--- src/common/mipsPkg.sv ---
package mipsPkg;

    ////////////////////
    // widths and reset values
    localparam int WORD_W = 32;
    localparam int REG_COUNT = 32;

    typedef logic [WORD_W-1:0] word_t;
    typedef logic [$clog2(REG_COUNT)-1:0] regAddr_t;
    // byte address without the two low bits
    typedef logic [WORD_W-3:0] wordAddr_t;

    localparam word_t RESET_PC = '0;
    // one instruction is four bytes
    localparam word_t PC_STEP = 32'd4;

    ////////////////////
    // instruction fields
    localparam int OPCODE_HI = 31;
    localparam int OPCODE_LO = 26;
    localparam int RS_HI = 25;
    localparam int RS_LO = 21;
    localparam int RT_HI = 20;
    localparam int RT_LO = 16;
    localparam int RD_HI = 15;
    localparam int RD_LO = 11;
    localparam int IMM_HI = 15;
    localparam int IMM_LO = 0;
    localparam int FUNCT_HI = 5;
    localparam int FUNCT_LO = 0;

    ////////////////////
    // encodings
    typedef enum logic [5:0] {
        OP_RTYPE = 6'h00,
        OP_BEQ   = 6'h04,
        OP_ADDI  = 6'h08,
        OP_LW    = 6'h23,
        OP_SW    = 6'h2B
    } opcode_e;

    typedef enum logic [5:0] {
        FN_ADD = 6'h20,
        FN_SUB = 6'h22,
        FN_AND = 6'h24,
        FN_OR  = 6'h25,
        FN_SLT = 6'h2A
    } funct_e;

    typedef enum logic [2:0] {ALU_ADD, ALU_SUB, ALU_AND, ALU_OR, ALU_SLT} aluOp_e;

    // operand source in execute
    typedef enum logic [1:0] {FWD_NONE, FWD_MEM, FWD_WB} fwdSel_e;

endpackage

--- src/decode/decodeStage.sv ---
`timescale 1ns/1ps

module decodeStage (
    input  logic              clk,
    input  logic              rst_n,
    input  logic              freeze,
    input  logic              stallDecode,
    input  logic              flushExecute,
    input  mipsPkg::word_t    instr,
    input  mipsPkg::word_t    pcPlus4,
    input  logic              regWriteWb,
    input  mipsPkg::regAddr_t writeRegWb,
    input  mipsPkg::word_t    writeDataWb,
    output mipsPkg::aluOp_e   aluOpEx,
    output logic              aluSrcImmEx,
    output logic              memReadEx,
    output logic              memWriteEx,
    output logic              regWriteEx,
    output logic              branchEx,
    output mipsPkg::word_t    operandAEx,
    output mipsPkg::word_t    operandBEx,
    output mipsPkg::word_t    immEx,
    output mipsPkg::regAddr_t writeRegEx,
    output mipsPkg::regAddr_t rsEx,
    output mipsPkg::regAddr_t rtEx,
    output mipsPkg::word_t    branchTargetEx,
    output logic              memToRegEx
);

    mipsPkg::opcode_e opcode;
    mipsPkg::funct_e funct;
    mipsPkg::regAddr_t rs, rt, rd;
    mipsPkg::word_t imm, readA, readB;
    mipsPkg::aluOp_e aluOp;
    logic aluSrcImm, memRead, memWrite, regWrite, branch, regDstRd;
    logic insertBubble;

    assign opcode = mipsPkg::opcode_e'(instr[mipsPkg::OPCODE_HI:mipsPkg::OPCODE_LO]);
    assign funct = mipsPkg::funct_e'(instr[mipsPkg::FUNCT_HI:mipsPkg::FUNCT_LO]);
    assign rs = instr[mipsPkg::RS_HI:mipsPkg::RS_LO];
    assign rt = instr[mipsPkg::RT_HI:mipsPkg::RT_LO];
    assign rd = instr[mipsPkg::RD_HI:mipsPkg::RD_LO];
    assign imm = {{(mipsPkg::WORD_W - mipsPkg::IMM_HI - 1){instr[mipsPkg::IMM_HI]}},
                  instr[mipsPkg::IMM_HI:mipsPkg::IMM_LO]};

    ////////////////////
    // main control
    always_comb begin
        aluOp = mipsPkg::ALU_ADD;
        aluSrcImm = 1'b0;
        memRead = 1'b0;
        memWrite = 1'b0;
        regWrite = 1'b0;
        branch = 1'b0;
        regDstRd = 1'b0;
        case (opcode)
            mipsPkg::OP_RTYPE: begin
                regDstRd = 1'b1;
                regWrite = 1'b1;
                case (funct)
                    mipsPkg::FN_ADD: aluOp = mipsPkg::ALU_ADD;
                    mipsPkg::FN_SUB: aluOp = mipsPkg::ALU_SUB;
                    mipsPkg::FN_AND: aluOp = mipsPkg::ALU_AND;
                    mipsPkg::FN_OR:  aluOp = mipsPkg::ALU_OR;
                    mipsPkg::FN_SLT: aluOp = mipsPkg::ALU_SLT;
                    // unknown function code, no write
                    default: regWrite = 1'b0;
                endcase
            end
            mipsPkg::OP_ADDI: begin
                aluSrcImm = 1'b1;
                regWrite = 1'b1;
            end
            mipsPkg::OP_LW: begin
                aluSrcImm = 1'b1;
                memRead = 1'b1;
                regWrite = 1'b1;
            end
            mipsPkg::OP_SW: begin
                aluSrcImm = 1'b1;
                memWrite = 1'b1;
            end
            mipsPkg::OP_BEQ: begin
                aluOp = mipsPkg::ALU_SUB;
                branch = 1'b1;
            end
            default: ;
        endcase
    end

    registerFile uRegs (
        .clk       (clk),
        .rst_n     (rst_n),
        .writeEn   (regWriteWb),
        .writeAddr (writeRegWb),
        .writeData (writeDataWb),
        .readAddrA (rs),
        .readAddrB (rt),
        .readDataA (readA),
        .readDataB (readB)
    );

    // bubble for a load-use hold or a taken branch
    assign insertBubble = stallDecode || flushExecute;

    ////////////////////
    // ID/EX register
    always_ff @(posedge clk or negedge rst_n) begin
        if (!rst_n) begin
            regWriteEx <= 1'b0;
            memReadEx <= 1'b0;
            memToRegEx <= 1'b0;
            memWriteEx <= 1'b0;
            branchEx <= 1'b0;
            aluOpEx <= mipsPkg::ALU_ADD;
            aluSrcImmEx <= 1'b0;
            operandAEx <= '0;
            operandBEx <= '0;
            immEx <= '0;
            writeRegEx <= '0;
            rsEx <= '0;
            rtEx <= '0;
            branchTargetEx <= '0;
        end else if (!freeze) begin
            regWriteEx <= regWrite && !insertBubble;
            memReadEx <= memRead && !insertBubble;
            memToRegEx <= memRead && !insertBubble;
            memWriteEx <= memWrite && !insertBubble;
            branchEx <= branch && !insertBubble;
            aluOpEx <= aluOp;
            aluSrcImmEx <= aluSrcImm;
            operandAEx <= readA;
            operandBEx <= readB;
            immEx <= imm;
            writeRegEx <= regDstRd ? rd : rt;
            rsEx <= rs;
            rtEx <= rt;
            branchTargetEx <= pcPlus4 + {imm[mipsPkg::WORD_W-3:0], 2'b00};
        end
    end

endmodule

--- src/decode/registerFile.sv ---
`timescale 1ns/1ps

module registerFile (
    input  logic              clk,
    input  logic              rst_n,
    input  logic              writeEn,
    input  mipsPkg::regAddr_t writeAddr,
    input  mipsPkg::word_t    writeData,
    input  mipsPkg::regAddr_t readAddrA,
    input  mipsPkg::regAddr_t readAddrB,
    output mipsPkg::word_t    readDataA,
    output mipsPkg::word_t    readDataB
);

    // register zero has no storage
    mipsPkg::word_t regs [1:mipsPkg::REG_COUNT-1];

    function automatic mipsPkg::word_t readPort(input mipsPkg::regAddr_t addr);
        if (addr == '0) begin
            return '0;
        end
        // same-cycle write goes straight through
        if (writeEn && writeAddr == addr) begin
            return writeData;
        end
        return regs[addr];
    endfunction

    always_comb begin
        readDataA = readPort(readAddrA);
        readDataB = readPort(readAddrB);
    end

    always_ff @(posedge clk or negedge rst_n) begin
        if (!rst_n) begin
            for (int i = 1; i < mipsPkg::REG_COUNT; i++) begin
                regs[i] <= '0;
            end
        end else if (writeEn && writeAddr != '0) begin
            regs[writeAddr] <= writeData;
        end
    end

    zeroReadsZero: assert property (@(posedge clk) disable iff (!rst_n)
        (readAddrA == '0 |-> readDataA == '0) and (readAddrB == '0 |-> readDataB == '0));

endmodule

--- src/execute/executeStage.sv ---
`timescale 1ns/1ps

module executeStage (
    input  logic               clk,
    input  logic               rst_n,
    input  logic               freeze,
    input  mipsPkg::aluOp_e    aluOpEx,
    input  logic               aluSrcImmEx,
    input  logic               memReadEx,
    input  logic               memWriteEx,
    input  logic               regWriteEx,
    input  logic               branchEx,
    input  logic               memToRegEx,
    input  mipsPkg::word_t     operandAEx,
    input  mipsPkg::word_t     operandBEx,
    input  mipsPkg::word_t     immEx,
    input  mipsPkg::regAddr_t  writeRegEx,
    input  mipsPkg::word_t     branchTargetEx,
    input  mipsPkg::fwdSel_e   fwdA,
    input  mipsPkg::fwdSel_e   fwdB,
    input  mipsPkg::word_t     writeDataWb,
    output logic               branchTaken,
    output mipsPkg::word_t     branchTarget,
    output logic               regWriteMem,
    output mipsPkg::regAddr_t  writeRegMem,
    output logic               memToRegMem,
    output mipsPkg::word_t     aluResultMem,
    output logic               dcacheRen,
    output logic               dcacheWen,
    output mipsPkg::wordAddr_t dcacheAddr,
    output mipsPkg::word_t     dcacheWdata
);

    mipsPkg::word_t srcA, srcBReg, srcB, aluResult;

    function automatic mipsPkg::word_t fwdMux(input mipsPkg::fwdSel_e sel,
                                              input mipsPkg::word_t idEx,
                                              input mipsPkg::word_t memVal,
                                              input mipsPkg::word_t wbVal);
        case (sel)
            mipsPkg::FWD_MEM: return memVal;
            mipsPkg::FWD_WB:  return wbVal;
            default:          return idEx;
        endcase
    endfunction

    ////////////////////
    // operands and ALU
    assign srcA = fwdMux(fwdA, operandAEx, aluResultMem, writeDataWb);
    assign srcBReg = fwdMux(fwdB, operandBEx, aluResultMem, writeDataWb);
    assign srcB = aluSrcImmEx ? immEx : srcBReg;

    always_comb begin
        case (aluOpEx)
            mipsPkg::ALU_SUB: aluResult = srcA - srcB;
            mipsPkg::ALU_AND: aluResult = srcA & srcB;
            mipsPkg::ALU_OR:  aluResult = srcA | srcB;
            // signed compare
            mipsPkg::ALU_SLT: aluResult = mipsPkg::word_t'($signed(srcA) < $signed(srcB));
            default:          aluResult = srcA + srcB;
        endcase
    end

    // beq resolves here on forwarded operands
    assign branchTaken = branchEx && (srcA == srcBReg);
    assign branchTarget = branchTargetEx;

    ////////////////////
    // EX/MEM register, drives the data cache
    always_ff @(posedge clk or negedge rst_n) begin
        if (!rst_n) begin
            regWriteMem <= 1'b0;
            memToRegMem <= 1'b0;
            dcacheRen <= 1'b0;
            dcacheWen <= 1'b0;
            writeRegMem <= '0;
            aluResultMem <= '0;
            dcacheWdata <= '0;
        end else if (!freeze) begin
            regWriteMem <= regWriteEx;
            memToRegMem <= memToRegEx;
            dcacheRen <= memReadEx;
            dcacheWen <= memWriteEx;
            writeRegMem <= writeRegEx;
            aluResultMem <= aluResult;
            dcacheWdata <= srcBReg;
        end
    end

    assign dcacheAddr = aluResultMem[mipsPkg::WORD_W-1:2];

    readWriteExclusive: assert property (@(posedge clk) disable iff (!rst_n)
        !(dcacheRen && dcacheWen));

endmodule

--- src/rtl/fetchStage.sv ---
`timescale 1ns/1ps

module fetchStage (
    input  logic               clk,
    input  logic               rst_n,
    input  logic               freeze,
    input  logic               stallDecode,
    input  logic               flushDecode,
    input  logic               branchTaken,
    input  mipsPkg::word_t     branchTarget,
    input  mipsPkg::word_t     icacheRdata,
    output mipsPkg::wordAddr_t icacheAddr,
    output mipsPkg::word_t     instr,
    output mipsPkg::word_t     pcPlus4
);

    mipsPkg::word_t pc;
    mipsPkg::word_t pcSeq;
    mipsPkg::word_t pcNext;

    assign pcSeq = pc + mipsPkg::PC_STEP;
    assign pcNext = branchTaken ? branchTarget : pcSeq;
    assign icacheAddr = pc[mipsPkg::WORD_W-1:2];

    // a taken branch wins over a load-use hold
    always_ff @(posedge clk or negedge rst_n) begin
        if (!rst_n) begin
            pc <= mipsPkg::RESET_PC;
        end else if (!freeze && (branchTaken || !stallDecode)) begin
            pc <= pcNext;
        end
    end

    ////////////////////
    // IF/ID register
    always_ff @(posedge clk or negedge rst_n) begin
        if (!rst_n) begin
            instr <= '0;
            pcPlus4 <= '0;
        end else if (!freeze) begin
            if (flushDecode) begin
                // all zero decodes as a no-op
                instr <= '0;
                pcPlus4 <= '0;
            end else if (!stallDecode) begin
                instr <= icacheRdata;
                pcPlus4 <= pcSeq;
            end
        end
    end

    pcAligned: assert property (@(posedge clk) disable iff (!rst_n) pc[1:0] == 2'b00);

endmodule

--- src/rtl/hazardUnit.sv ---
`timescale 1ns/1ps

module hazardUnit (
    input  mipsPkg::word_t    instr,
    input  logic              memToRegEx,
    input  mipsPkg::regAddr_t writeRegEx,
    input  mipsPkg::regAddr_t rsEx,
    input  mipsPkg::regAddr_t rtEx,
    input  logic              regWriteMem,
    input  mipsPkg::regAddr_t writeRegMem,
    input  logic              regWriteWb,
    input  mipsPkg::regAddr_t writeRegWb,
    input  logic              branchTaken,
    output logic              stallDecode,
    output logic              flushDecode,
    output logic              flushExecute,
    output mipsPkg::fwdSel_e  fwdA,
    output mipsPkg::fwdSel_e  fwdB
);

    mipsPkg::regAddr_t rsDecode, rtDecode;

    // memory stage is younger, so it wins
    function automatic mipsPkg::fwdSel_e pickFwd(input mipsPkg::regAddr_t src);
        if (src == '0) begin
            return mipsPkg::FWD_NONE;
        end
        if (regWriteMem && writeRegMem == src) begin
            return mipsPkg::FWD_MEM;
        end
        if (regWriteWb && writeRegWb == src) begin
            return mipsPkg::FWD_WB;
        end
        return mipsPkg::FWD_NONE;
    endfunction

    assign rsDecode = instr[mipsPkg::RS_HI:mipsPkg::RS_LO];
    assign rtDecode = instr[mipsPkg::RT_HI:mipsPkg::RT_LO];

    ////////////////////
    // load-use and branch
    assign stallDecode = memToRegEx && writeRegEx != '0 &&
                         (writeRegEx == rsDecode || writeRegEx == rtDecode);
    assign flushDecode = branchTaken;
    assign flushExecute = branchTaken;

    always_comb begin
        fwdA = pickFwd(rsEx);
        fwdB = pickFwd(rtEx);
    end

endmodule

--- src/rtl/mipsPipeline.sv ---
`timescale 1ns/1ps

module mipsPipeline (
    input  logic               clk,
    input  logic               rst_n,
    output mipsPkg::wordAddr_t icacheAddr,
    input  mipsPkg::word_t     icacheRdata,
    input  logic               icacheStall,
    output logic               dcacheRen,
    output logic               dcacheWen,
    output mipsPkg::wordAddr_t dcacheAddr,
    output mipsPkg::word_t     dcacheWdata,
    input  mipsPkg::word_t     dcacheRdata,
    input  logic               dcacheStall
);

    ////////////////////
    // stage to stage wires
    logic freeze;

    mipsPkg::word_t instr;
    mipsPkg::word_t pcPlus4;

    mipsPkg::aluOp_e aluOpEx;
    logic aluSrcImmEx, memReadEx, memWriteEx, regWriteEx, branchEx, memToRegEx;
    mipsPkg::word_t operandAEx, operandBEx, immEx, branchTargetEx;
    mipsPkg::regAddr_t writeRegEx, rsEx, rtEx;

    logic branchTaken;
    mipsPkg::word_t branchTarget;
    logic regWriteMem, memToRegMem;
    mipsPkg::regAddr_t writeRegMem;
    mipsPkg::word_t aluResultMem;

    logic regWriteWb;
    mipsPkg::regAddr_t writeRegWb;
    mipsPkg::word_t writeDataWb;

    logic stallDecode, flushDecode, flushExecute;
    mipsPkg::fwdSel_e fwdA, fwdB;

    // any cache miss holds the whole pipe
    assign freeze = icacheStall | dcacheStall;

    ////////////////////
    // stages
    fetchStage uFetch (.*);

    decodeStage uDecode (.*);

    executeStage uExecute (.*);

    writebackStage uWriteback (.*);

    hazardUnit uHazard (.*);

endmodule

--- src/rtl/writebackStage.sv ---
`timescale 1ns/1ps

module writebackStage (
    input  logic              clk,
    input  logic              rst_n,
    input  logic              freeze,
    input  logic              regWriteMem,
    input  mipsPkg::regAddr_t writeRegMem,
    input  logic              memToRegMem,
    input  mipsPkg::word_t    aluResultMem,
    input  mipsPkg::word_t    dcacheRdata,
    output logic              regWriteWb,
    output mipsPkg::regAddr_t writeRegWb,
    output mipsPkg::word_t    writeDataWb
);

    logic memToRegWb;
    mipsPkg::word_t aluResultWb;
    mipsPkg::word_t loadDataWb;

    ////////////////////
    // MEM/WB register
    always_ff @(posedge clk or negedge rst_n) begin
        if (!rst_n) begin
            regWriteWb <= 1'b0;
            memToRegWb <= 1'b0;
            writeRegWb <= '0;
            aluResultWb <= '0;
            loadDataWb <= '0;
        end else if (!freeze) begin
            regWriteWb <= regWriteMem;
            memToRegWb <= memToRegMem;
            writeRegWb <= writeRegMem;
            aluResultWb <= aluResultMem;
            // read data only valid with both caches ready
            loadDataWb <= dcacheRdata;
        end
    end

    assign writeDataWb = memToRegWb ? loadDataWb : aluResultWb;

endmodule

--- config.mk ---
export PLATFORM = sky130hd
export DESIGN_NAME = mipsPipeline
export DESIGN_NICKNAME = d
export VERILOG_FILES = /design/src/common/mipsPkg.sv /design/src/decode/decodeStage.sv /design/src/decode/registerFile.sv /design/src/execute/executeStage.sv /design/src/rtl/fetchStage.sv /design/src/rtl/hazardUnit.sv /design/src/rtl/mipsPipeline.sv /design/src/rtl/writebackStage.sv
export SDC_FILE = /design/constraint.sdc
export NUM_CORES = 2
export LEC_CHECK = 0
export CELL_PAD_IN_SITES_DETAIL_PLACEMENT = 2
export CELL_PAD_IN_SITES_GLOBAL_PLACEMENT = 2
export CORE_ASPECT_RATIO = 0.7
export CORE_MARGIN = 1.5
export CORE_UTILIZATION = 37
export DETAILED_ROUTE_END_ITERATION = 10
export DONT_BUFFER_PORTS = 1
export HOLD_SLACK_MARGIN = 0.02
export MAX_ROUTING_LAYER = met4
export PLACE_DENSITY_LB_ADDON = 0.1
export SYNTH_ARGS = -nofsm -noshare
export SYNTH_HDL_FRONTEND = slang
export SYNTH_SLANG_ARGS = --single-unit
export TNS_END_PERCENT = 100
--- constraint.sdc ---
create_clock -name clk -period 6 [get_ports clk]
set_input_delay 0.6 -clock clk [delete_from_list [all_inputs] [get_ports clk]]
set_output_delay 0.6 -clock clk [all_outputs]
set_load 0.01 [all_outputs]
==> run_results.csv <==
group,metric,value,unit
routing,dr.pass1.iters,7,
worst_setup_path,start_kind,"register",
sta,skew,43.12,ps
sta,fin_ws,252.3,ps
grt,grt_pass1_wl,461500,microns
finish,post-route-util,42.21,%
sta,timing.final.crit_share,95.80,%
sta,slew_headroom,-3.423,%
clock_network,clock_path_buffers,4,
synthesis,synthFlopType,"dfrtp_1",
synthesis,synth_seq_cells,1360,
floorplanning,die_area,0.2051,sq mm
routing,drc,0,
clock_network,root_buffer,"clkbuf_16",
placement,dp_slack,-100.7,ps
routing,vias,60280,
synthesis,yosys-top-cells-count,"dfrtp_1 (1,360), nand2_1 (1,086), o21ai_0 (773)",
synthesis,synthArstFlopShare,100.0,%
sta,maxSlewViolCount,10,
clock_network,htreeDepth,4,
synthesis,syn_nets,7395,
sta,hold_violations,0,
finish,final_area,0.08451,sq mm
synthesis,yosysTopAreaCellShare,45.46,%
placement,io_buffers,0,
grt,grt_antenna_before_repair,13,
finish,drive_above_1_share,18.04,%
synthesis,synth_edf_count,0,
clock_network,cts_made_buffers,157,
pwr,combinationalPowerShare,26.5,%
synthesis,synth-seq-area-share,45.46,%
routing,wl_per_cell,32.23,microns
pwr,switching_share,35.40,%
floorplanning,die_x,540.6,microns
grt,grt_overflow,0,
synthesis,synth_top_area_cell,"dfrtp_1",
pwr,peakVddDrop,0.2018,mV
finish,nets,7200,
pwr,power_switching,10600,uW
placement,placed_cell_area,0.07836,sq mm
synthesis,netlist_area,0.07487,sq mm
pwr,finalPower,29930,uW
sta,min_period,5748,ps
clock_network,cts_tree,"yes",
sta,hold_ws,84.92,ps
floorplanning,die_h,379.3,microns
pwr,p_leak,0.03639,uW
floorplanning,core_area,0.2002,sq mm
worst_setup_path,end_kind,"register",
pwr,p_seq_share,39.1,%
sta,setup_viol_count_final,0,
routing,via_per_inst,6.179,
sta,worst_pin_slew,1544,ps
floorplanning,num_rows,137,
synthesis,synthCells,7194,
pwr,clkPwrFrac,34.5,%
routing,ant_nets,0,
pwr,p_per_area,354.2,mW/mm^2
min_path,hp-class,"in -> reg",
finish,area_delta_synth_final,12.89,%
worst_setup_path,path_max_fanout,15,
sta,fmax,174.0,MHz
worst_setup_path,path_class,"reg -> reg",
routing,drt-total-wl,314400,microns
synthesis,synth_area_per_cell,10.41,sq um
grt,grt_max_degree,224,
grt,grt_pass1_vias,64200,
synthesis,synth_area_leaders,"dfrtp_1 (45%), mux4_2 (17%), nand2_1 (5.4%)",
run_status,status,"complete, but fails checks",
run_status,violations,"capacitance limit, slew limit",
flow_run,maxCapViolCount,1,
clock_network,clock-sinks,1360,
routing,drtIter0Drc,5236,
synthesis,yosysMostFrequentCell,"dfrtp_1",
floorplanning,initial_utilization,37.39,%
synthesis,yosysUniqueCellTypes,85,
floorplanning,pin_count,162,
clock_network,clk_pin_slew,60,ps
placement,place.gp.congestion,0.9518,
worst_setup_path,cp.arrival,6460,ps
placement,dp_hpwl,198100,microns
worst_setup_path,required,6720,ps
pwr,p_int,19340,uW
grt,track_usage,31.56,%
clock_network,worstSkewPairLatency,850,ps
synthesis,synth_warnings,0,
-- timing repair --
item / in CTS / in global routing
hold buffers: 64 / 0
buffers inserted: 0 / 7
endpoints found under the hold margin: 266 / 0
pin swaps: 0 / 3
endpoints found under the setup margin: 3 / 20
gates cloned: 0 / 0
gates resized for setup: 3 / 26
-- layer usage --
layer,GRT usage (%),wire [microns],up-vias
met4,8.289,8766,0
met3,5.027,18070,429
met5,-,0,-
li1,-,-,25470
met2,46.82,140200,1606
met1,44.95,147300,32770
-- power by group through the flow --
stage | clock network (uW) | registers (uW) | logic [uW]
after detailed placement | 0 | 11800 | 7730
final | 10300 | 11700 | 7920
after CTS | 10500 | 11700 | 7830
after global placement | 0 | 11800 | 7530
after floorplan | 0 | 11000 | 5130
after global routing | 10900 | 11800 | 8520
-- stage by stage --
stage                     cells  TNS (ps)
after CTS                  9741         0
final                      9755         0
after global placement     9409         0
after detailed placement   9409    -100.7
after floorplan            7194         0
after global routing       9753    -12.37
-- layout make-up --
class	instances	area [sq um]
Antenna cell	6	15.01
Clock buffer	225	4755
Clock inverter	43	586.8
Fill cell	20620	115700
Inverter	132	495.5
Multi-Input combinational cell	5033	38340
Sequential cell	1360	34070
Tap cell	2641	3304
Timing Repair Buffer	315	2943
-- cell families after synthesis --
| group | count (synthesis) | synth area share (%) |
|---|---|---|
| buf+inv | 801 | 4.240 |
| xor+xnor | 145 | 1.696 |
| mux | 787 | 20.28 |
| compound gates | 1928 | 15.01 |
| simple gates | 2040 | 11.06 |
| flops | 1360 | 45.46 |
| fa+ha+maj | 133 | 2.253 |
-- path summary, 6_finish.rpt --
check / endpoint / depth (start not counted) / slack [ps] / startpoint
worst max-delay path: uExecute.aluResultMem[26]$_DFFE_PN0P_ / 22 / 250 / uExecute.writeRegMem[4]$_DFFE_PN0P_
worst min-delay path: uWriteback.loadDataWb[19]$_DFFE_PN0P_ / 2 / 80 / dcacheRdata[19]
worst max register to register: uExecute.aluResultMem[26]$_DFFE_PN0P_ / 22 / 250 / uExecute.writeRegMem[4]$_DFFE_PN0P_
worst min register to register: uFetch.pcPlus4[23]$_DFFE_PN0P_ / 2 / 490 / uFetch.pcPlus4[23]$_DFFE_PN0P_
max in group asynchronous: uFetch.pc[24]$_DFFE_PN0P_ / 5 / 2660 / rst_n
min in group asynchronous: uDecode.uRegs.regs[643]$_DFFE_PN0P_ / 2 / 380 / rst_n
-- cell usage in the layout, fill, tap and decap left out, types with 32 or more instances in the layout --
master	n
dfrtp_1	1349
nand2_1	1071
o21ai_0	763
a21oi_1	696
nor2_1	679
mux4_2	576
buf_4	222
clkbuf_16	165
inv_1	130
ha_1	126
a22o_1	121
mux2i_1	101
xnor2_1	80
mux2_2	76
xor2_1	63
dlygate4sd3_1	63
a221o_1	47
nand3_1	42
clkbuf_8	40
nor3_1	39
a21o_1	38
o211ai_1	32
-- worst max-delay path, stage by stage, from the launching register on --
cell      delay, ps
dfrtp_1         440
xor2_1          170
nor4_1          300
and3_1          250
o21a_1          200
inv_1            60
ha_2            430
nor2b_2          80
buf_4           210
a222oi_1        410
nor2_1           90
a21o_1          190
ha_1            360
buf_4           180
or3b_2          440
a31oi_1         170
a31oi_1         100
a31oi_1         240
buf_4           220
o21ai_0         190
a211oi_1        420
nor3b_1         120
o32a_1          360
-- state kept, by name, summed over array words and instances (netlist names), 3 cells and up --
register	cells
uWriteback.loadDataWb	32
uWriteback.writeRegWb	5
uDecode.writeRegEx	5
uDecode.branchTargetEx	30
uExecute.dcacheWdata	32
uFetch.pcPlus4	30
uFetch.instr	32
uExecute.aluResultMem	32
uDecode.rtEx	5
uDecode.immEx	16
uWriteback.aluResultWb	32
uExecute.writeRegMem	5
uDecode.aluOpEx	3
uDecode.rsEx	5
uDecode.operandAEx	32
uDecode.operandBEx	32
uDecode.uRegs.regs	992
uFetch.pc	30
Power figures use the tool's default switching activity.
